$ cat src/hw/arm_decode_pkg.sv
package arm_decode_pkg;

    typedef struct packed
    {
        logic n;                            // negative
        logic z;                            // zero
        logic c;                            // carry
        logic v;                            // overflow
    } cpsr_t;

    typedef logic [3:0] reg_idx_t;

    localparam reg_idx_t REG_R0 = 4'd0;
    localparam reg_idx_t REG_LR = 4'd14;
    localparam reg_idx_t REG_PC = 4'd15;

    typedef enum logic [2:0]
    {
        BARREL_LSL = 3'b000,
        BARREL_LSR = 3'b001,
        BARREL_ASR = 3'b010,
        BARREL_ROR = 3'b011,
        BARREL_RRX = 3'b100                 // rotate right through carry
    } barrel_op_e;

    typedef enum logic [3:0]
    {
        ALU_AND, ALU_EOR, ALU_SUB, ALU_RSB,
        ALU_ADD, ALU_ADC, ALU_SBC, ALU_RSC,
        ALU_TST, ALU_TEQ, ALU_CMP, ALU_CMN, // flag-only ops
        ALU_ORR, ALU_MOV, ALU_BIC, ALU_MVN
    } alu_op_e;

    typedef enum logic [1:0]
    {
        DOUT_HIGH_IMP     = 2'b00,
        DOUT_PASS_THROUGH = 2'b01,
        DOUT_LATCHED      = 2'b10
    } data_out_sel_e;

    typedef enum logic [1:0]
    {
        ADDR_ALU = 2'b00,
        ADDR_PC  = 2'b01,
        ADDR_INC = 2'b10                    // sequential fetch
    } addr_sel_e;

    typedef struct packed
    {
        reg_idx_t read_a_sel;
        reg_idx_t read_b_sel;
        reg_idx_t write_sel;
    } reg_sel_t;

    typedef struct packed
    {
        barrel_op_e  barrel_op;
        alu_op_e     alu_op;
        logic [31:0] shift_val;
        logic [31:0] imm_val;
        logic        read_b_en;
        logic        imm_out_en;            // immediate drives the B bus
    } operand_ctrl_t;

    typedef struct packed
    {
        logic reg_write_en;
        logic pc_write_en;
        logic lr_write_en;
        logic cpsr_write_en;
    } writeback_ctrl_t;

    typedef struct packed
    {
        data_out_sel_e data_out_sel;
        logic          data_out_reg_we;
        logic          mem_write_en;
        logic          addr_update;
        addr_sel_e     addr_sel;
    } memory_ctrl_t;

    typedef struct packed
    {
        reg_sel_t        regs;
        operand_ctrl_t   operand;
        writeback_ctrl_t wb;
        memory_ctrl_t    mem;
    } decode_ctrl_t;

    typedef struct packed
    {
        decode_ctrl_t ctrl;
        reg_idx_t     read_c_sel;           // register file C port, same cycle
    } decode_bundle_t;

    localparam decode_ctrl_t DECODE_DEFAULT = '{
        regs:    '{read_a_sel: REG_R0, read_b_sel: REG_R0, write_sel: REG_R0},
        operand: '{barrel_op: BARREL_LSL, alu_op: ALU_MOV,
                   shift_val: 32'd0, imm_val: 32'd0,
                   read_b_en: 1'b0, imm_out_en: 1'b0},
        wb:      '{reg_write_en: 1'b0, pc_write_en: 1'b0,
                   lr_write_en: 1'b0, cpsr_write_en: 1'b0},
        mem:     '{data_out_sel: DOUT_HIGH_IMP, data_out_reg_we: 1'b0,
                   mem_write_en: 1'b0, addr_update: 1'b0, addr_sel: ADDR_INC}
    };

    localparam logic [31:0] INSTR_NOP = 32'hE1A0_0000;  // MOV R0,R0 with AL

endpackage

$ cat src/hw/branch_decode.sv
`timescale 1ns/1ps

module branch_decode
    import arm_decode_pkg::*;
(
    input  logic [31:0]    instr,
    output decode_bundle_t bundle
);

    logic [31:0] offset;

    // sign-extended word offset; PC already points one instruction ahead
    assign offset = {{6{instr[23]}}, instr[23:0], 2'b00} + 32'd4;

    always_comb
    begin
        bundle = '{ctrl: DECODE_DEFAULT, read_c_sel: REG_R0};

        bundle.ctrl.regs.read_a_sel = REG_PC;
        bundle.ctrl.regs.write_sel  = REG_PC;

        bundle.ctrl.operand.alu_op     = ALU_ADD;           // PC + offset
        bundle.ctrl.operand.barrel_op  = BARREL_LSL;
        bundle.ctrl.operand.imm_val    = offset;
        bundle.ctrl.operand.imm_out_en = 1'b1;

        bundle.ctrl.wb.reg_write_en = 1'b1;
        bundle.ctrl.wb.pc_write_en  = 1'b1;
        bundle.ctrl.wb.lr_write_en  = instr[24];            // L bit, BL saves return

        bundle.ctrl.mem.addr_update = 1'b1;
        bundle.ctrl.mem.addr_sel    = ADDR_ALU;             // next fetch at target
    end

endmodule

$ cat src/hw/cond_check.sv
`timescale 1ns/1ps

module cond_check
    import arm_decode_pkg::*;
(
    input  logic [3:0] cond,
    input  cpsr_t      cpsr,
    output logic       cond_pass
);

    always_comb
    begin
        case (cond)
            4'b0000: cond_pass = cpsr.z;                              // EQ
            4'b0001: cond_pass = !cpsr.z;                             // NE
            4'b0010: cond_pass = cpsr.c;                              // CS/HS
            4'b0011: cond_pass = !cpsr.c;                             // CC/LO
            4'b0100: cond_pass = cpsr.n;                              // MI
            4'b0101: cond_pass = !cpsr.n;                             // PL
            4'b0110: cond_pass = cpsr.v;                              // VS
            4'b0111: cond_pass = !cpsr.v;                             // VC
            4'b1000: cond_pass = cpsr.c && !cpsr.z;                   // HI
            4'b1001: cond_pass = !cpsr.c || cpsr.z;                   // LS
            4'b1010: cond_pass = (cpsr.n == cpsr.v);                  // GE
            4'b1011: cond_pass = (cpsr.n != cpsr.v);                  // LT
            4'b1100: cond_pass = !cpsr.z && (cpsr.n == cpsr.v);       // GT
            4'b1101: cond_pass = cpsr.z || (cpsr.n != cpsr.v);        // LE
            4'b1110: cond_pass = 1'b1;                                // AL
            default: cond_pass = 1'b0;      // 1111 never executes here
        endcase
    end

endmodule

$ cat src/hw/decode_control.sv
`timescale 1ns/1ps

module decode_control
    import arm_decode_pkg::*;
(
    input  logic           clk,
    input  logic           arst_n,
    input  logic [31:0]    fd_instruction,
    input  logic           cond_pass,
    output logic [31:0]    instr,
    input  decode_bundle_t dp_bundle,
    input  decode_bundle_t br_bundle,
    input  decode_bundle_t st_bundle,
    output reg_idx_t       reg_read_C_sel,
    output decode_ctrl_t   de_ctrl
);

    logic           is_dp;
    logic           is_branch;
    logic           is_store;
    decode_bundle_t sel_bundle;

    // failed condition executes as a no-op
    assign instr = cond_pass ? fd_instruction : INSTR_NOP;

    assign is_dp     = (instr[27:26] == 2'b00);
    assign is_branch = (instr[27:25] == 3'b101);
    assign is_store  = (instr[27:26] == 2'b01) &&
                       !(instr[25] && instr[4]) &&      // media/undefined space
                       !instr[20];                      // loads not decoded

    always_comb
    begin
        if (is_dp)
        begin
            sel_bundle = dp_bundle;
        end
        else if (is_branch)
        begin
            sel_bundle = br_bundle;
        end
        else if (is_store)
        begin
            sel_bundle = st_bundle;
        end
        else
        begin
            sel_bundle = '{ctrl: DECODE_DEFAULT, read_c_sel: REG_R0};
        end
    end

    assign reg_read_C_sel = sel_bundle.read_c_sel;     // same-cycle register read

    always_ff @(posedge clk or negedge arst_n)
    begin
        if (!arst_n)
        begin
            de_ctrl <= DECODE_DEFAULT;
        end
        else
        begin
            de_ctrl <= sel_bundle.ctrl;
        end
    end

endmodule

$ cat src/hw/dp_decode.sv
`timescale 1ns/1ps

module dp_decode
    import arm_decode_pkg::*;
(
    input  logic [31:0]    instr,
    input  logic [31:0]    reg_read_C_bus,
    output decode_bundle_t bundle
);

    logic     imm_form;
    logic     reg_shift;
    logic     test_op;
    alu_op_e  opcode;
    reg_idx_t rd;

    assign imm_form  = instr[25];
    assign reg_shift = !instr[25] && instr[4];
    assign opcode    = alu_op_e'(instr[24:21]);
    assign rd        = instr[15:12];
    assign test_op   = (opcode == ALU_TST) || (opcode == ALU_TEQ) ||
                       (opcode == ALU_CMP) || (opcode == ALU_CMN);

    always_comb
    begin
        bundle = '{ctrl: DECODE_DEFAULT, read_c_sel: REG_R0};

        bundle.ctrl.regs.read_a_sel = instr[19:16];          // Rn
        bundle.ctrl.regs.write_sel  = rd;
        bundle.ctrl.operand.alu_op  = opcode;

        if (imm_form)
        begin
            // imm8 rotated right by twice the rotate field
            bundle.ctrl.operand.imm_val    = {24'd0, instr[7:0]};
            bundle.ctrl.operand.shift_val  = {27'd0, instr[11:8], 1'b0};
            bundle.ctrl.operand.barrel_op  = BARREL_LSL;
            bundle.ctrl.operand.imm_out_en = 1'b1;
        end
        else if (reg_shift)
        begin
            bundle.ctrl.regs.read_b_sel    = instr[3:0];      // Rm
            bundle.read_c_sel              = instr[11:8];     // Rs
            bundle.ctrl.operand.read_b_en  = 1'b1;
            bundle.ctrl.operand.barrel_op  = barrel_op_e'({1'b0, instr[6:5]});
            bundle.ctrl.operand.shift_val  = reg_read_C_bus;  // amount from Rs
        end
        else
        begin
            bundle.ctrl.regs.read_b_sel    = instr[3:0];      // Rm
            bundle.ctrl.operand.read_b_en  = 1'b1;
            bundle.ctrl.operand.shift_val  = {27'd0, instr[11:7]};
            if (instr[11:7] == 5'd0)
                bundle.ctrl.operand.barrel_op = BARREL_RRX;
            else
                bundle.ctrl.operand.barrel_op = barrel_op_e'({1'b0, instr[6:5]});
        end

        bundle.ctrl.wb.reg_write_en  = !test_op;             // compares only set flags
        bundle.ctrl.wb.cpsr_write_en = instr[20];            // S bit

        if (rd == REG_PC)
        begin
            bundle.ctrl.wb.pc_write_en  = 1'b1;
            bundle.ctrl.mem.addr_update = 1'b1;
            bundle.ctrl.mem.addr_sel    = ADDR_ALU;          // fetch from result
        end
        else
        begin
            bundle.ctrl.mem.addr_sel = ADDR_INC;
        end
    end

endmodule

$ cat src/hw/instruction_decoder.sv
`timescale 1ns/1ps

module instruction_decoder
    import arm_decode_pkg::*;
(
    input  logic         clk,
    input  logic         arst_n,
    input  logic [31:0]  fd_instruction,
    input  logic [31:0]  reg_read_C_bus,
    input  cpsr_t        in_cpsr,
    output reg_idx_t     reg_read_C_sel,
    output decode_ctrl_t de_ctrl
);

    logic           cond_pass;
    logic [31:0]    instr;
    decode_bundle_t dp_bundle;
    decode_bundle_t br_bundle;
    decode_bundle_t st_bundle;

    cond_check u_cond_check (
        .cond      (fd_instruction[31:28]),
        .cpsr      (in_cpsr),
        .cond_pass (cond_pass)
    );

    decode_control u_decode_control (
        .clk            (clk),
        .arst_n         (arst_n),
        .fd_instruction (fd_instruction),
        .cond_pass      (cond_pass),
        .instr          (instr),
        .dp_bundle      (dp_bundle),
        .br_bundle      (br_bundle),
        .st_bundle      (st_bundle),
        .reg_read_C_sel (reg_read_C_sel),
        .de_ctrl        (de_ctrl)
    );

    dp_decode u_dp_decode (
        .instr          (instr),
        .reg_read_C_bus (reg_read_C_bus),
        .bundle         (dp_bundle)
    );

    branch_decode u_branch_decode (
        .instr  (instr),
        .bundle (br_bundle)
    );

    store_decode u_store_decode (
        .instr          (instr),
        .reg_read_C_bus (reg_read_C_bus),
        .bundle         (st_bundle)
    );

endmodule

$ cat src/hw/store_decode.sv
`timescale 1ns/1ps

module store_decode
    import arm_decode_pkg::*;
(
    input  logic [31:0]    instr,
    input  logic [31:0]    reg_read_C_bus,
    output decode_bundle_t bundle
);

    logic pre_index;
    logic add_offset;
    logic base_wb;
    logic reg_offset;

    assign pre_index  = instr[24];                          // P
    assign add_offset = instr[23];                          // U
    assign base_wb    = instr[21];                          // W
    assign reg_offset = instr[25];

    always_comb
    begin
        bundle = '{ctrl: DECODE_DEFAULT, read_c_sel: REG_R0};

        bundle.ctrl.regs.read_a_sel = instr[19:16];          // Rn base
        bundle.ctrl.regs.write_sel  = instr[19:16];          // base write-back
        bundle.ctrl.regs.read_b_sel = instr[15:12];          // Rd store data

        bundle.ctrl.operand.alu_op = add_offset ? ALU_ADD : ALU_SUB;

        bundle.ctrl.mem.mem_write_en = 1'b1;
        bundle.ctrl.mem.addr_update  = 1'b1;
        bundle.ctrl.mem.addr_sel     = ADDR_ALU;             // address from ALU

        if (reg_offset)
        begin
            bundle.read_c_sel              = instr[3:0];      // Rm
            bundle.ctrl.operand.imm_val    = reg_read_C_bus;
            bundle.ctrl.operand.barrel_op  = barrel_op_e'({1'b0, instr[6:5]});
            bundle.ctrl.operand.shift_val  = {27'd0, instr[11:7]};
        end
        else
        begin
            bundle.ctrl.operand.imm_val    = {20'd0, instr[11:0]};
            bundle.ctrl.operand.barrel_op  = BARREL_LSL;
            bundle.ctrl.operand.shift_val  = 32'd0;
        end

        if (pre_index)
        begin
            bundle.ctrl.operand.imm_out_en = 1'b1;            // offset on B bus
            bundle.ctrl.mem.data_out_sel   = DOUT_PASS_THROUGH;
            bundle.ctrl.wb.reg_write_en    = base_wb;
        end
        else
        begin
            // first cycle latches store data, base updated later
            bundle.ctrl.operand.read_b_en   = 1'b1;
            bundle.ctrl.mem.data_out_sel    = DOUT_LATCHED;
            bundle.ctrl.mem.data_out_reg_we = 1'b1;
            bundle.ctrl.wb.reg_write_en     = 1'b0;
        end
    end

endmodule

$ cat config.mk
export PLATFORM = sky130hd
export DESIGN_NAME = instruction_decoder
export DESIGN_NICKNAME = d
export VERILOG_FILES = /design/src/hw/arm_decode_pkg.sv /design/src/hw/branch_decode.sv /design/src/hw/cond_check.sv /design/src/hw/decode_control.sv /design/src/hw/dp_decode.sv /design/src/hw/instruction_decoder.sv /design/src/hw/store_decode.sv
export SDC_FILE = /design/constraint.sdc
export NUM_CORES = 1
export LEC_CHECK = 0
export CORE_MARGIN = 4
export CORE_UTILIZATION = 35
export CTS_CLUSTER_SIZE = 14
export DETAILED_ROUTE_END_ITERATION = 7
export DONT_BUFFER_PORTS = 1
export PLACE_DENSITY = 0.47
export SLEW_MARGIN = 20
export SYNTH_ARGS = -nofsm -noshare
export SYNTH_HDL_FRONTEND = slang
export SYNTH_SLANG_ARGS = --single-unit
$ cat constraint.sdc
create_clock -name clk -period 2.6 [get_ports clk]
set_input_delay 0.26 -clock clk [delete_from_list [all_inputs] [get_ports clk]]
set_output_delay 0.26 -clock clk [all_outputs]
set_load 0.05 [all_outputs]
# ---- After elaboration in Yosys (flattened, before gate mapping)
# Cells that the tools add are included.
dict set report op_classes {
  add_sub_neg 1
  n_eq_ne 23
  n_mux 26
  n_reduce_logical 22
}
# op n
set ops {}
lappend ops {{100-bit two-way mux} 3}
lappend ops {{32-bit two-way mux} 2}
lappend ops {{4-bit == test, second input constant} 12}
lappend ops {{37-bit two-way mux} 1}
lappend ops {{28-bit two-way mux} 1}
lappend ops {{26-bit by 4-bit adder with 27-bit output, second input constant} 1}
lappend ops {{4-bit by 3-bit == test with 1-bit output, second input constant} 4}
lappend ops {{4-bit two-way mux} 4}
lappend ops {{1-bit one-hot mux with 15 select lines} 1}
lappend ops {{3-bit two-way mux} 4}
lappend ops {{4-bit by 2-bit == test with 1-bit output, second input constant} 2}
lappend ops {{1-bit logical NOT} 8}
lappend ops {{8-bit two-way mux} 1}
lappend ops {{1-bit logical AND} 6}
lappend ops {{1-bit two-way mux} 6}
lappend ops {{2-bit two-way mux} 3}
lappend ops {{5-bit logical NOT} 1}
lappend ops {{1-bit logical OR} 5}
lappend ops {{4-bit by 1-bit == test with 1-bit output, second input constant} 1}
lappend ops {{4-bit logical NOT} 1}
lappend ops {{3-bit == test, second input constant} 1}
lappend ops {{2-bit by 1-bit == test with 1-bit output, second input constant} 1}
lappend ops {{2-bit logical NOT} 1}
lappend ops {{1-bit == test} 1}
lappend ops {{1-bit inequality test} 1}
dict set report totals {
  ff_bits 96
  in_bits 70
  out_inout_bits 100
  wordCells 90
}

# ---- Logic depth before layout (Yosys ltp)
dict set report logic_depth {
  depth_word 11
  depth_mapped 15
  depth_no_buf 11
}

# ---- Cells and area by module
# Synthesis repeated with hierarchy kept, for this count alone.
dict set report unflattened {
  hier_cells 861
  hier_area_um2 7400.8
}
# mod n_inst cells_each area_each_um2 seq_area_each_um2
set by_module_without_submodules {}
lappend by_module_without_submodules {decode_control 1 469 4529.3 2407.3}
lappend by_module_without_submodules {branch_decode 1 145 1038.5 0.0}
lappend by_module_without_submodules {store_decode 1 107 835.8 0.0}
lappend by_module_without_submodules {dp_decode 1 112 803.3 0.0}
lappend by_module_without_submodules {cond_check 1 28 193.9 0.0}

# ---- Worst setup path before layout
# Ideal clock, no wire load.
dict set report synth_path {
  path_kind {in2reg}
  start {input port fd_instruction[31]}
  end {register, netlist name u_decode_control.de_ctrl[27]}
  setup_ns 0.137
  t_arrival_ns 2.858
  t_required_ns 2.463
  setup_slack_ns -0.395
  path_stages 14
  n_path_buf 3
  path_cell_list {clkbuf_1 -> nand2_1 -> mux2i_1 -> or3_1 -> a211o_1 -> buf_4 -> clkbuf_1 -> a21boi_0 -> ha_1 -> nand3_1 -> nor4_1 -> xor2_1 -> a22oi_1 -> a21oi_1}
}
# element line
set synth_rtl {}
lappend synth_rtl {{start: declaration} instruction_decoder.sv:8} ;# input logic [31:0] fd_instruction,

# ---- Worst setup path after layout
dict set report layout_path {
  start {input port in_cpsr[0] (netlist name)}
  end {output port reg_read_C_sel[2]}
}
dict set report layout_between {
  elab_chain_len 11
  word_cells_on_any_way 23
  cone_classes {4 x eq/ne; 8 x mux; 11 x reduce/logical}
}
# element line
set layout_lines {}
lappend layout_lines {{start: declaration} instruction_decoder.sv:10} ;# input cpsr_t in_cpsr,
lappend layout_lines {{1-bit inequality test / 1-bit == test (equally long branches)} -}
lappend layout_lines {{1-bit logical OR / 1-bit logical AND (equally long branches)} {cond_check.sv:27, cond_check.sv:26}}
lappend layout_lines {{1-bit one-hot mux with 15 select lines *} cond_check.sv:13} ;# case (cond)
lappend layout_lines {{28-bit two-way mux *} decode_control.sv:24} ;# assign instr = cond_pass ? fd_instruction : INSTR_NOP;
lappend layout_lines {{1-bit logical AND} decode_control.sv:29} ;# !(instr[25] && instr[4]) &&
lappend layout_lines {{1-bit logical NOT} decode_control.sv:29}
lappend layout_lines {{1-bit logical AND} decode_control.sv:28} ;# assign is_store = (instr[27:26] == 2'b01) &&
lappend layout_lines {{1-bit logical AND} decode_control.sv:29}
lappend layout_lines {{100-bit two-way mux} decode_control.sv:42} ;# else if (is_store)
lappend layout_lines {{100-bit two-way mux} decode_control.sv:38} ;# else if (is_branch)
lappend layout_lines {{100-bit two-way mux *} decode_control.sv:34} ;# if (is_dp)
lappend layout_lines {{end: declaration} instruction_decoder.sv:11} ;# output reg_idx_t reg_read_C_sel,
# Mark *: on every way between the ends. The rest lies on a longest branch, timed or not.

==> flow_metrics.py <==
metrics = {
    "logic_synthesis": {
        "yosysTopAreaCellShare_pct": 47.3,
        "synth_edf_count": 0,
        "synthCells": 506,
        "seq_area_frac_synth_pct": 49.5,
        "ys_warn_count": 0,
        "ys_async_sr_fraction_pct": 100,
        "synth_cell_types": 60,
        "synth_area_leader_cell": "dfrtp_1",
        "synth_area_per_cell_um2": 9.41,
        "synth_flop_cell": "dfrtp_1",
        "synth_area_mm2": 0.00476,
        "synth_fp_nets": 577,
        "yosys-top-cells-area": "dfrtp_1, a21oi_1, a22oi_1, nand2_1, dfstp_2",
        "synth_seq_cells": 94,
    },
    "route": {
        "route.antenna.remaining_nets": 0,
        "routedWlPerCell_um": 24.0,
        "vias_per_cell": 5.86,
        "drt_pass1_iterations": 5,
        "initialDrtViolationCount": 333,
        "route.vias.total": 3998,
        "drt-total-wl_um": 16400,
        "drc": 0,
    },
    "power": {
        "p_total_uw": 3440,
        "pwr-share-seq_pct": 50.1,
        "power_frac_comb_pct": 11.1,
        "p_leak_uw": 0.00225,
        "p_int_uw": 2390,
        "power_density_mw_per_mm2": 628,
        "p_sw_uw": 1040,
        "clkPwrFrac_pct": 38.8,
        "p_sw_share_pct": 30.3,
        "max-vdd-ir-drop_v": 0.000289,
    },
    "layout": {
        "top_register": "u_decode_control.de_ctrl",
        "fin_area_mm2": 0.00547,
        "instances_no_fill": 682,
        "fin_nets": 572,
        "fillers": 1317,
        "largest_registers": "u_decode_control.de_ctrl x94",
        "fin_util_pct": 41.2,
        "largest_reg_flops": 94,
        "drive_gt1_share_pct": 12.3,
        "antenna_cells": 0,
        "area_delta_synth_final_pct": 15.0,
    },
    "critical_path": {
        "critPathMaxFanout": 80,
        "worstSetupPathType": "in2out",
        "cp-start-kind": "primary input",
        "endpoint_kind": "output pin",
        "crit_required_ps": 2340,
        "cp.arrival_ps": 2130,
    },
    "sta": {
        "slew_headroom_pct": 42.5,
        "worst_pin_slew_ps": 862,
        "max_freq_ghz": 0.418,
        "setup_tns_ps": 0,
        "finalHoldViolCount": 0,
        "slew_violations": 0,
        "fin_crit_sh_pct": 91.9,
        "rsz0062_at_grt": "false",
        "min_period_ps": 2390,
        "setup_viol": 0,
    },
    "min_path": {
        "hold_path_depth": 2,
        "hold_path_class": "in2reg",
    },
    "grt": {
        "grt_pass1_wl_um": 25400,
        "grtUsageTotal_pct": 21.3,
        "grt_max_degree": 95,
        "grt_pass1_vias": 4063,
        "grt-ovfl-total": 0,
        "grt_antenna_before_repair": 0,
    },
    "placed_design": {
        "place_congestion": 0.870,
        "dp_hpwl_um": 11600,
        "port_buffers": 0,
        "placedCellCount": 643,
        "place_area_mm2": 0.00492,
    },
    "status": {
        "status": "completed",
    },
    "floorplanning": {
        "dieArea_mm2": 0.0155,
        "pin_count": 170,
        "die_h_um": 125,
        "die_w_um": 125,
        "core_area_mm2": 0.0133,
        "row_count": 42,
        "initial_core_util_pct": 35.8,
    },
    "cts": {
        "clock-sinks": 94,
        "cts_setup_buffers": 0,
        "cts_buffers": 9,
        "path_clk_slew_ps": 70,
        "cts_tree": "yes",
        "cts_root_buf": "clkbuf_16",
        "htree_levels": 3,
        "cts_max_path_buffers": 2,
    },
    "run": {
        "drv_cap": 0,
    },
}
==> critical path, stage by stage <==
cell and delay [ps]:
xnor2_2 120, buf_4 140, a31oi_1 150, o32ai_1 120, a221oi_4 330, buf_6 510, a21oi_1 190, buf_4 220
==> cell usage in the layout (no fill, tap or decap), types with 3 or more instances in the layout <==
| master | instances |
|---|---|
| a21boi_0 | 3 |
| a21oi_1 | 90 |
| a221o_1 | 3 |
| a221oi_1 | 5 |
| a22o_1 | 7 |
| a22oi_1 | 35 |
| a31oi_1 | 7 |
| and3_1 | 3 |
| and4_1 | 4 |
| buf_4 | 19 |
| clkbuf_16 | 9 |
| clkbuf_8 | 3 |
| dfrtp_1 | 90 |
| dfstp_2 | 4 |
| dlygate4sd3_1 | 22 |
| inv_1 | 9 |
| mux2i_1 | 5 |
| nand2_1 | 65 |
| nand3_1 | 8 |
| nand4_1 | 7 |
| nor2_1 | 14 |
| nor3_1 | 6 |
| nor3b_1 | 4 |
| nor4_1 | 3 |
| nor4_2 | 4 |
| o21ai_0 | 12 |
| o21ai_1 | 3 |
| xnor2_1 | 7 |
| xor2_1 | 7 |
==> area by class of cell <==
class	instances	area [um2]	share of cell area (%)
Sequential cell	94	2360	43.1
Multi-Input combinational cell	344	2160	39.4
Timing Repair Buffer	43	402	7.34
Clock buffer	12	267	4.87
Tap cell	176	220	4.02
Clock inverter	4	37.5	0.686
Inverter	9	33.8	0.617
==> worst paths after layout <==
check                                    from                           end  slack [ps]
worst max-delay path               in_cpsr[0]             reg_read_C_sel[2]         210
worst min-delay path       reg_read_C_bus[19]  u_decode_control.de_ctrl[64]           7
max in group asynchronous              arst_n  u_decode_control.de_ctrl[89]        1680
min in group asynchronous              arst_n  u_decode_control.de_ctrl[11]         490
==> cells in the mapped netlist (all sizes together) (5+ instances only) <==
library cell	count
nor4	8
a21boi	5
nor3	7
nand3	9
dfrtp	90
a22oi	35
a22o	7
a31oi	7
a221oi	6
inv	9
nand4	8
mux2i	5
o21ai	15
nor2	16
a21oi	91
clkbuf	22
buf	37
nand2	65
xnor2	8
xor2	7
==> timing repair <==
action                     4_1_cts  5_1_grt
hold endpoints to repair       115        0
setup endpoints to repair        0        4
gates resized for setup          0        1
hold buffers                    23        0
==> cells by family (layout without fill, tap and decap cells) <==
kind of cell | Yosys count | after routing | share of synthesized area [%]
muxes | 6 | 6 | 1.29
DFF | 94 | 94 | 49.5
AOI/OAI and AO/OA | 188 | 188 | 24.8
adders and majority gates | 1 | 1 | 0.263
other | 1 | 1 | 0.0787
and+or+nand+nor | 133 | 133 | 14.5
xor gates and xnor gates | 15 | 15 | 2.76
buffers and inverters | 68 | 68 | 6.83
==> power groups by stage <==
stage	logic (uW)	clock network [uW]	registers, uW
global placement	317	0	1750
floorplan	284	0	1740
CTS	384	1370	1720
global route	426	1440	1720
detailed placement	320	0	1750
finish	381	1330	1720
==> stage by stage <==
step	hold slack [ps]	setup slack [ps]
global placement	-31.9	48.0
detailed placement	-32.1	-57.3
floorplan	-35.6	5.43
CTS	0.109	55.9
global route	0.979	122
finish	6.67	209
==> per-layer routing <==
layer  track usage, %  up-vias  share of wire, %
met2             31.9      194                45
met1             27.8     1971                42
met4             6.71        0               1.8
met3             9.05       16                11
met5                0        -                 0
li1                 -     1817                 -
Power figures use the tool's default switching activity.
